--- src/source/intra_consts.svh ---
// BLK must be a power of two and the nz, rate and sse widths only fit the 4x4 default
`ifndef INTRA_CONSTS_SVH
`define INTRA_CONSTS_SVH

// Block geometry
`define BLK   4
`define NPIX  (`BLK * `BLK)

// Signed level, wide enough for a full 8-bit residual
`define LVL_W 9

// Fixed header cost per intra mode
`define COST_DC 663
`define COST_TM 919
`define COST_VE 872
`define COST_HE 919

`endif
--- src/source/intra_pkg.sv ---
// Pixels are 8 bits and the block and level sizes follow the shared constants header
`include "intra_consts.svh"

package intra_pkg;

    // Encoding also indexes the fixed cost table
    typedef enum logic [1:0] {
        DC = 2'd0,
        TM = 2'd1,
        VE = 2'd2,
        HE = 2'd3
    } mode_e;

    typedef logic [7:0] pixel_t;

    // Pixel 0 is the leftmost one
    typedef pixel_t [`BLK-1:0] row_t;

    // Row 0 is the top row
    typedef row_t [`BLK-1:0] block_t;

    typedef logic signed [`LVL_W-1:0] level_t;

    // Indexed by row * BLK + column
    typedef level_t [`NPIX-1:0] levels_t;

endpackage

--- src/source/cand_if.sv ---
// Candidate data holds from its done pulse until the next q_start
`timescale 1ns/1ns

interface cand_if;

    intra_pkg::block_t  recon;
    intra_pkg::levels_t levels;
    logic [4:0]         nz;
    logic [11:0]        rate;
    logic               q_done;
    logic [19:0]        sse;
    logic               d_done;

    modport quant (
        output recon, levels, nz, rate, q_done
    );

    modport disto (
        input  recon, q_done,
        output sse, d_done
    );

    modport ctrl (
        input recon, levels, nz, rate, q_done, sse, d_done
    );

endinterface

--- src/source/intra_mode_top.sv ---
// One block per start, and src, edges, qshift and lambda must hold from start until done
`timescale 1ns/1ns

module intra_mode_top (
    input  logic               clk,
    input  logic               rst_n,
    input  logic               start,
    input  logic               have_top,
    input  logic               have_left,
    input  intra_pkg::pixel_t  top_left,
    input  intra_pkg::row_t    top,
    input  intra_pkg::row_t    left,
    input  intra_pkg::block_t  src,
    input  logic [2:0]         qshift,
    input  logic [15:0]        lambda,
    output logic               done,
    output intra_pkg::mode_e   best_mode,
    output logic [31:0]        score,
    output intra_pkg::block_t  recon,
    output intra_pkg::levels_t levels,
    output logic [4:0]         nz
);

    intra_pkg::mode_e  mode;
    logic              pred_load;
    logic              q_start;
    intra_pkg::block_t pred;

    cand_if cand ();

    intra_predictor u_pred (
        .clk(clk), .rst_n(rst_n), .pred_load(pred_load), .mode(mode),
        .have_top(have_top), .have_left(have_left), .top_left(top_left),
        .top(top), .left(left), .pred(pred)
    );

    residual_quantizer u_quant (
        .clk(clk), .rst_n(rst_n), .q_start(q_start), .pred(pred), .src(src),
        .qshift(qshift), .cand(cand.quant)
    );

    block_distortion u_disto (
        .clk(clk), .rst_n(rst_n), .src(src), .cand(cand.disto)
    );

    mode_decision u_ctrl (
        .clk(clk), .rst_n(rst_n), .start(start), .lambda(lambda), .cand(cand.ctrl),
        .mode(mode), .pred_load(pred_load), .q_start(q_start),
        .best_mode(best_mode), .score(score), .recon(recon), .levels(levels),
        .nz(nz), .done(done)
    );

endmodule

--- src/source/mode_decision.sv ---
// Scores wrap at 32 bits for extreme rate and lambda and a start is ignored until done
`timescale 1ns/1ns
`include "intra_consts.svh"

module mode_decision (
    input  logic               clk,
    input  logic               rst_n,
    input  logic               start,
    input  logic [15:0]        lambda,
    cand_if.ctrl               cand,
    output intra_pkg::mode_e   mode,
    output logic               pred_load,
    output logic               q_start,
    output intra_pkg::mode_e   best_mode,
    output logic [31:0]        score,
    output intra_pkg::block_t  recon,
    output intra_pkg::levels_t levels,
    output logic [4:0]         nz,
    output logic               done
);

    typedef enum logic [2:0] {
        S_IDLE, S_PRED, S_QUANT, S_WAIT, S_SCORE, S_COMP, S_STORE, S_DONE
    } state_e;

    state_e           state;
    state_e           state_nx;
    intra_pkg::mode_e cur_mode;
    logic             first;
    logic             win;
    logic             last;
    logic [31:0]      cost;
    logic [31:0]      score_tmp;

    always_comb begin
        case (cur_mode)
            intra_pkg::DC: cost = 32'(`COST_DC);
            intra_pkg::TM: cost = 32'(`COST_TM);
            intra_pkg::VE: cost = 32'(`COST_VE);
            default:       cost = 32'(`COST_HE);
        endcase
    end

    // Ties go to the later mode
    assign win  = first || (score_tmp <= score);
    assign last = (cur_mode == intra_pkg::DC);

    // ------------------------------------------------------------
    // Candidate walk HE, VE, TM, DC
    // ------------------------------------------------------------
    always_comb begin
        state_nx = state;
        case (state)
            S_IDLE: begin
                if (start)
                    state_nx = S_PRED;
            end
            S_PRED:  state_nx = S_QUANT;
            S_QUANT: state_nx = S_WAIT;
            S_WAIT: begin
                if (cand.d_done)
                    state_nx = S_SCORE;
            end
            S_SCORE: state_nx = S_COMP;
            S_COMP:  state_nx = win ? S_STORE : (last ? S_DONE : S_PRED);
            S_STORE: state_nx = last ? S_DONE : S_PRED;
            default: state_nx = S_IDLE;
        endcase
    end

    always_ff @(posedge clk or negedge rst_n) begin
        if (!rst_n) begin
            state     <= S_IDLE;
            cur_mode  <= intra_pkg::HE;
            first     <= 1'b0;
            score_tmp <= '0;
            score     <= '0;
            best_mode <= intra_pkg::DC;
            nz        <= '0;
        end else begin
            state <= state_nx;
            case (state)
                S_IDLE: begin
                    cur_mode <= intra_pkg::HE;
                    first    <= 1'b1;
                end
                S_SCORE: begin
                    score_tmp <= ((32'(cand.rate) << 4) + cost) * 32'(lambda)
                                 + 32'(cand.sse);
                end
                S_COMP: begin
                    if (!win && !last)
                        cur_mode <= intra_pkg::mode_e'(cur_mode - 2'd1);
                end
                S_STORE: begin
                    first     <= 1'b0;
                    score     <= score_tmp;
                    best_mode <= cur_mode;
                    nz        <= cand.nz;
                    if (!last)
                        cur_mode <= intra_pkg::mode_e'(cur_mode - 2'd1);
                end
                default: ;
            endcase
        end
    end

    always_ff @(posedge clk) begin
        if (state == S_STORE) begin
            recon  <= cand.recon;
            levels <= cand.levels;
        end
    end

    assign mode      = cur_mode;
    assign pred_load = (state == S_PRED);
    assign q_start   = (state == S_QUANT);
    assign done      = (state == S_DONE);

    // Datapath completions only while the FSM waits on them
    assert property (@(posedge clk) disable iff (!rst_n)
        (cand.q_done || cand.d_done) |-> state == S_WAIT)
        else $error("candidate done outside WAIT");

endmodule

--- src/source/block_distortion.sv ---
// Starts on q_done and relies on recon and src holding for BLK cycles after it
`timescale 1ns/1ns
`include "intra_consts.svh"

module block_distortion (
    input  logic              clk,
    input  logic              rst_n,
    input  intra_pkg::block_t src,
    cand_if.disto             cand
);

    localparam int RW    = $clog2(`BLK);
    localparam int ROW_W = 16 + $clog2(`BLK);

    logic             busy;
    logic [RW-1:0]    row;
    logic [RW-1:0]    cur;
    logic [ROW_W-1:0] row_sse;
    logic [19:0]      sse_q;
    logic             done_q;

    assign cur = cand.q_done ? '0 : row;

    always_comb begin
        logic signed [8:0]  d;
        logic signed [17:0] sq;
        row_sse = '0;
        for (int c = 0; c < `BLK; c++) begin
            d       = $signed({1'b0, src[cur][c]}) - $signed({1'b0, cand.recon[cur][c]});
            sq      = d * d;
            row_sse = row_sse + ROW_W'(sq[15:0]);
        end
    end

    always_ff @(posedge clk or negedge rst_n) begin
        if (!rst_n) begin
            busy   <= 1'b0;
            row    <= '0;
            sse_q  <= '0;
            done_q <= 1'b0;
        end else begin
            done_q <= 1'b0;
            if (cand.q_done || busy) begin
                sse_q <= (cand.q_done ? 20'd0 : sse_q) + 20'(row_sse);
                if (cur == RW'(`BLK - 1)) begin
                    busy   <= 1'b0;
                    done_q <= 1'b1;
                end else begin
                    busy <= 1'b1;
                    row  <= cur + 1'b1;
                end
            end
        end
    end

    assign cand.sse    = sse_q;
    assign cand.d_done = done_q;

endmodule

--- src/source/residual_quantizer.sv ---
// One power-of-two step set by qshift and no transform, so levels are pixel residuals
`timescale 1ns/1ns
`include "intra_consts.svh"

module residual_quantizer (
    input  logic              clk,
    input  logic              rst_n,
    input  logic              q_start,
    input  intra_pkg::block_t pred,
    input  intra_pkg::block_t src,
    input  logic [2:0]        qshift,
    cand_if.quant             cand
);

    localparam int RW   = $clog2(`BLK);
    localparam int NZ_W = $clog2(`BLK + 1);
    localparam int RT_W = 8 + $clog2(`BLK);

    logic                             busy;
    logic                             active;
    logic [RW-1:0]                    row;
    logic [RW-1:0]                    cur;
    intra_pkg::row_t                  rec_row;
    intra_pkg::level_t [`BLK-1:0]     lvl_row;
    logic [NZ_W-1:0]                  row_nz;
    logic [RT_W-1:0]                  row_rate;
    intra_pkg::block_t                recon_q;
    intra_pkg::levels_t               levels_q;
    logic [4:0]                       nz_q;
    logic [11:0]                      rate_q;
    logic                             done_q;

    // Row 0 is handled in the q_start cycle itself
    assign active = q_start | busy;
    assign cur    = q_start ? '0 : row;

    always_comb begin
        logic signed [9:0] res;
        logic signed [9:0] rec;
        logic [7:0]        mag;
        logic [7:0]        qmag;
        logic [7:0]        rmag;
        row_nz   = '0;
        row_rate = '0;
        for (int c = 0; c < `BLK; c++) begin
            res  = $signed({2'b00, src[cur][c]}) - $signed({2'b00, pred[cur][c]});
            mag  = (res < 0) ? 8'(-res) : res[7:0];
            qmag = mag >> qshift;
            rmag = qmag << qshift;
            if (res < 0) begin
                lvl_row[c] = -intra_pkg::level_t'(qmag);
                rec        = $signed({2'b00, pred[cur][c]}) - $signed({2'b00, rmag});
            end else begin
                lvl_row[c] = intra_pkg::level_t'(qmag);
                rec        = $signed({2'b00, pred[cur][c]}) + $signed({2'b00, rmag});
            end
            rec_row[c] = (rec < 0) ? 8'd0 : ((rec > 255) ? 8'd255 : rec[7:0]);
            row_nz     = row_nz + NZ_W'(qmag != 8'd0);
            row_rate   = row_rate + RT_W'(qmag);
        end
    end

    always_ff @(posedge clk or negedge rst_n) begin
        if (!rst_n) begin
            busy   <= 1'b0;
            row    <= '0;
            nz_q   <= '0;
            rate_q <= '0;
            done_q <= 1'b0;
        end else begin
            done_q <= 1'b0;
            if (active) begin
                nz_q   <= (q_start ? 5'd0 : nz_q) + 5'(row_nz);
                rate_q <= (q_start ? 12'd0 : rate_q) + 12'(row_rate);
                if (cur == RW'(`BLK - 1)) begin
                    busy   <= 1'b0;
                    done_q <= 1'b1;
                end else begin
                    busy <= 1'b1;
                    row  <= cur + 1'b1;
                end
            end
        end
    end

    always_ff @(posedge clk) begin
        if (active) begin
            recon_q[cur] <= rec_row;
            for (int c = 0; c < `BLK; c++)
                levels_q[cur * `BLK + c] <= lvl_row[c];
        end
    end

    assign cand.recon  = recon_q;
    assign cand.levels = levels_q;
    assign cand.nz     = nz_q;
    assign cand.rate   = rate_q;
    assign cand.q_done = done_q;

    // Controller must wait for q_done before the next candidate
    assert property (@(posedge clk) disable iff (!rst_n) q_start |-> !busy)
        else $error("q_start while a block is in progress");

endmodule

--- src/source/intra_predictor.sv ---
// Missing edges take the 127/129 fill and pred is valid the cycle after pred_load
`timescale 1ns/1ns
`include "intra_consts.svh"

module intra_predictor (
    input  logic              clk,
    input  logic              rst_n,
    input  logic              pred_load,
    input  intra_pkg::mode_e  mode,
    input  logic              have_top,
    input  logic              have_left,
    input  intra_pkg::pixel_t top_left,
    input  intra_pkg::row_t   top,
    input  intra_pkg::row_t   left,
    output intra_pkg::block_t pred
);

    localparam int SUM_W = 8 + $clog2(2 * `BLK);
    localparam int SH    = $clog2(`BLK);

    intra_pkg::row_t   top_e;
    intra_pkg::row_t   left_e;
    intra_pkg::pixel_t tl_e;
    intra_pkg::block_t pred_nx;
    logic [SUM_W-1:0]  sum_top;
    logic [SUM_W-1:0]  sum_left;
    logic [SUM_W-1:0]  dc_sum;

    // Edge fill and DC mean
    always_comb begin
        top_e  = have_top ? top : {`BLK{8'd127}};
        left_e = have_left ? left : {`BLK{8'd129}};
        if (!have_top)
            tl_e = 8'd127;
        else if (!have_left)
            tl_e = 8'd129;
        else
            tl_e = top_left;
        sum_top  = '0;
        sum_left = '0;
        for (int i = 0; i < `BLK; i++) begin
            sum_top  = sum_top + SUM_W'(top[i]);
            sum_left = sum_left + SUM_W'(left[i]);
        end
        case ({have_top, have_left})
            2'b11:   dc_sum = (sum_top + sum_left + SUM_W'(`BLK)) >> (SH + 1);
            2'b10:   dc_sum = (sum_top + SUM_W'(`BLK / 2)) >> SH;
            2'b01:   dc_sum = (sum_left + SUM_W'(`BLK / 2)) >> SH;
            default: dc_sum = SUM_W'(128);
        endcase
    end

    always_comb begin
        logic signed [9:0] tm;
        intra_pkg::pixel_t tm_c;
        for (int r = 0; r < `BLK; r++) begin
            for (int c = 0; c < `BLK; c++) begin
                tm = $signed({2'b00, left_e[r]}) + $signed({2'b00, top_e[c]})
                     - $signed({2'b00, tl_e});
                tm_c = (tm < 0) ? 8'd0 : ((tm > 255) ? 8'd255 : tm[7:0]);
                case (mode)
                    intra_pkg::DC: pred_nx[r][c] = dc_sum[7:0];
                    intra_pkg::TM: pred_nx[r][c] = tm_c;
                    intra_pkg::VE: pred_nx[r][c] = top_e[c];
                    default:       pred_nx[r][c] = left_e[r];
                endcase
            end
        end
    end

    always_ff @(posedge clk or negedge rst_n) begin
        if (!rst_n)
            pred <= '0;
        else if (pred_load)
            pred <= pred_nx;
    end

endmodule

--- config.mk ---
export PLATFORM = sky130hd
export DESIGN_NAME = intra_mode_top
export DESIGN_NICKNAME = d
export VERILOG_FILES = /design/src/source/intra_pkg.sv /design/src/source/cand_if.sv /design/src/source/intra_mode_top.sv /design/src/source/mode_decision.sv /design/src/source/block_distortion.sv /design/src/source/residual_quantizer.sv /design/src/source/intra_predictor.sv
export VERILOG_INCLUDE_DIRS = /design/src /design/src/source
export SDC_FILE = /design/constraint.sdc
export NUM_CORES = 2
export LEC_CHECK = 0
export BUFFER_PORTS_ARGS = -buffer_cell sky130_fd_sc_hd__buf_2
export CAP_MARGIN = 20
export CORE_ASPECT_RATIO = 2
export CORE_MARGIN = 5
export CORE_UTILIZATION = 58
export CTS_BUF_LIST = sky130_fd_sc_hd__clkbuf_4
export CTS_CLUSTER_DIAMETER = 30
export DETAILED_ROUTE_END_ITERATION = 8
export PLACE_DENSITY = 0.8
export SLEW_MARGIN = 10
export SYNTH_ARGS = -nofsm -noshare
export SYNTH_HDL_FRONTEND = slang
export SYNTH_SLANG_ARGS = --single-unit
--- constraint.sdc ---
create_clock -name clk -period 10.2 [get_ports clk]
set_input_delay 1.53 -clock clk [delete_from_list [all_inputs] [get_ports clk]]
set_output_delay 1.53 -clock clk [all_outputs]
set_load 0.01 [all_outputs]
==> flow_metrics.py <==
metrics = {
    "run_status": {
        "status": "complete, but fails checks",
        "violations": "setup timing",
    },
    "sta": {
        "hold_viol": 0,
        "finalClockSkew_ns": 0.102,
        "setup_viol": 6,
        "period_share": 1.04,
        "max_freq_mhz": 94.6,
        "rsz0062_at_grt": "true",
        "worst_pin_slew_ns": 1.30,
        "fin_ws_ns": -0.368,
        "final_max_slew_viol_count": 0,
        "timing.slew.headroom": 0.130,
        "min_period_ns": 10.57,
    },
    "finish": {
        "nets": 10005,
        "layout_commonest_cell": "inv_1",
        "layout_common_cells": "991 x inv_1, 778 x nand2_1, 669 x ha_1",
        "instances_no_fill": 10305,
        "synthToLayoutAreaGrowth_pct": 16.3,
        "drive_gt1_frac": 0.190,
        "fin_util": 0.679,
        "fin_area_um2": 84500,
    },
    "synthesis": {
        "syn_area_um2": 72700,
        "syn-num-nets": 9016,
        "ys_seq_elements": 794,
        "synth_warnings": 0,
        "synthArstFlopShare": 0.315,
        "synth_edf_count": 544,
        "yosysUniqueCellTypes": 93,
        "synth_cells": 7476,
        "ys.flop_type": "edfxtp_1",
        "yosysSeqAreaShare": 0.311,
        "syn_avg_cell_area_um2": 9.73,
    },
    "routing": {
        "ant_nets": 0,
        "drt_iter0_markers": 5647,
        "wl_per_cell_um": 25.1,
        "via_per_inst": 6.02,
        "wirelength_mm": 259,
        "dr.pass1.iters": 8,
        "drc": 0,
        "vias": 62070,
    },
    "cts": {
        "clock_path_buffers": 3,
        "ctsHtreeMaxLevel": 4,
        "clkLatencyLatePin_ns": 1.27,
        "clockRootBuffer": "clkbuf_4",
        "clk_pin_slew_ns": 0.08,
        "cts-buffers-inserted": 181,
        "cts_tree": "built",
        "clkSinkCount": 794,
    },
    "setup_path": {
        "cp_slowest_cell": "fa_1",
        "path_max_fanout": 7,
        "cpMostUsedCell": "fa_1",
        "critPathKind": "flop to flop",
        "max_stage_delay_ns": 0.58,
        "crit_arrival_ns": 11.64,
        "end_kind": "flop",
        "critPathRequiredTime_ns": 11.27,
        "start_kind": "flop",
    },
    "floorplan": {
        "initial_utilization": 0.584,
        "num_io_pins": 536,
        "die_x_um": 260,
        "core_area_um2": 125000,
        "rows": 183,
        "die_area_um2": 133000,
        "die_h_um": 511,
    },
    "global_route": {
        "globalRouteOverflowTotal": 0,
        "grt_pass1_vias": 65406,
        "grt.total_usage": 0.382,
        "antenna_found_initial": 30,
        "grt_pass1_wl_mm": 381,
        "grt_max_degree": 136,
    },
    "worst_hold_path": {
        "hold_path_class": "primary input to async pin",
    },
    "place": {
        "dp_hpwl_mm": 205,
        "portBuffers": 535,
        "dpl_cell_area_um2": 80700,
        "gp_congestion": 1.08,
        "placedCellCount": 9913,
    },
    "run": {
        "drv_cap": 0,
    },
}
layout make-up:
type | count | area, um2
Antenna cell | 24 | 60.1
Clock buffer | 246 | 1850
Fill cell | 9679 | 40000
Clock inverter | 88 | 843
Timing Repair Buffer | 1040 | 6850
Multi-Input combinational cell | 5423 | 46400
Tap cell | 1665 | 2080
Sequential cell | 794 | 22600
Inverter | 1025 | 3890
Yosys cell counts, types with 9 or more instances:
library cell,n,area (um2)
dfrtp_1,248,6210
or3_1,18,113
a21o_1,138,1040
mux2i_1,37,370
edfxtp_1,544,16300
a22o_1,64,561
inv_1,1013,3800
nor3_1,72,360
a2111oi_0,9,78.8
o221ai_1,17,149
o21a_1,39,293
o21bai_1,142,1070
a22oi_1,13,97.6
a211oi_1,72,541
a31oi_1,94,588
clkbuf_1,202,758
fa_1,626,12500
buf_1,26,97.6
nand2b_1,104,651
o22ai_1,43,269
a311oi_1,29,254
or2_2,35,219
nand2_1,796,2990
a221oi_1,33,289
a21oi_1,397,1990
mux2_2,56,631
nand3_1,119,596
xor2_1,126,1100
nor2_1,459,1720
nand4_1,16,100
and2_1,137,857
o211ai_1,18,135
o31a_1,12,105
and3_1,19,119
xnor2_1,297,2600
o31ai_1,14,105
ha_1,690,8630
a211o_1,16,140
o21ai_0,396,1980
nor2b_1,124,776
path summary, 6_finish.rpt:
path                                         startpoint              endpoint  slack, ns  cells past startpoint
min in group clk                u_quant.cand.levels[25]     u_ctrl.levels[25]       0.39                      0
worst min register to register  u_quant.cand.levels[25]     u_ctrl.levels[25]       0.39                      0
worst max-delay path                     u_disto.row[0]  u_disto.cand.sse[19]      -0.37                     53
worst min-delay path                              rst_n      u_ctrl.score[26]       0.26                      1
worst max register to register           u_disto.row[0]  u_disto.cand.sse[19]      -0.37                     53
max in group asynchronous                         rst_n        u_pred.pred[4]       7.59                      3
registers in the layout, indices dropped and copies added, names as in the netlist:
signal	flops
u_ctrl.best_mode	2
u_ctrl.first	1
u_ctrl.levels	144
u_ctrl.mode	2
u_ctrl.nz	5
u_ctrl.recon	128
u_ctrl.score	32
u_ctrl.score_tmp	32
u_ctrl.state	3
u_disto.busy	1
u_disto.cand.d_done	1
u_disto.cand.sse	20
u_disto.row	2
u_pred.pred	128
u_quant.busy	1
u_quant.cand.levels	144
u_quant.cand.nz	5
u_quant.cand.q_done	1
u_quant.cand.rate	12
u_quant.cand.recon	128
u_quant.row	2
worst max-delay path: cells and delay by family, from the launching register on:
family / cells / cell delay [ns]
xor+xnor: 4 / 0.66
flops: 1 / 0.53
fa+ha+maj: 12 / 4.89
compound gates: 16 / 1.92
simple gates: 9 / 1.36
buf+inv: 12 / 1.04
stage by stage:
stage	setup WS [ns]	hold slack, ns	TNS [ns]
final	-0.368	0.265	-1.82
after global routing	-0.691	0.276	-4.09
after CTS	-0.307	0.220	-1.42
after detailed placement	-1.20	0.405	-8.50
after global placement	-1.09	0.400	-7.64
after floorplan	-0.211	0.400	-0.446
layer usage:
layer	track usage	vias to the layer above	wire length, um
met3	0.0990	1302	21400
met5	0	-	80
li1	-	27500	-
met1	0.364	30044	78300
met4	0.376	10	33400
met2	0.647	3214	126000
cells by family (layout without fill, tap and decap cells):
logic type                 Yosys count  after routing  share of synthesized area
other                                0             24                          0
and+or+nand+nor                   1943           1943                      0.122
xor gates and xnor gates           424            424                     0.0512
DFF                                794            794                      0.311
AOI/OAI and AO/OA                 1646           1646                      0.146
muxes                               94             94                     0.0141
buffers and inverters             1259           2399                     0.0653
adders and majority gates         1316           1316                      0.291
repair_timing:
action                     4_1_cts  5_1_grt
cloned                           0        5
resized for setup               33      116
setup buffers                    6       21
pin swaps                       14       39
hold buffers                     0        0
setup endpoints to repair        8       13
Power is not shown: default switching activity piles up to over one toggle a cycle in this logic, so the estimate is an artifact.
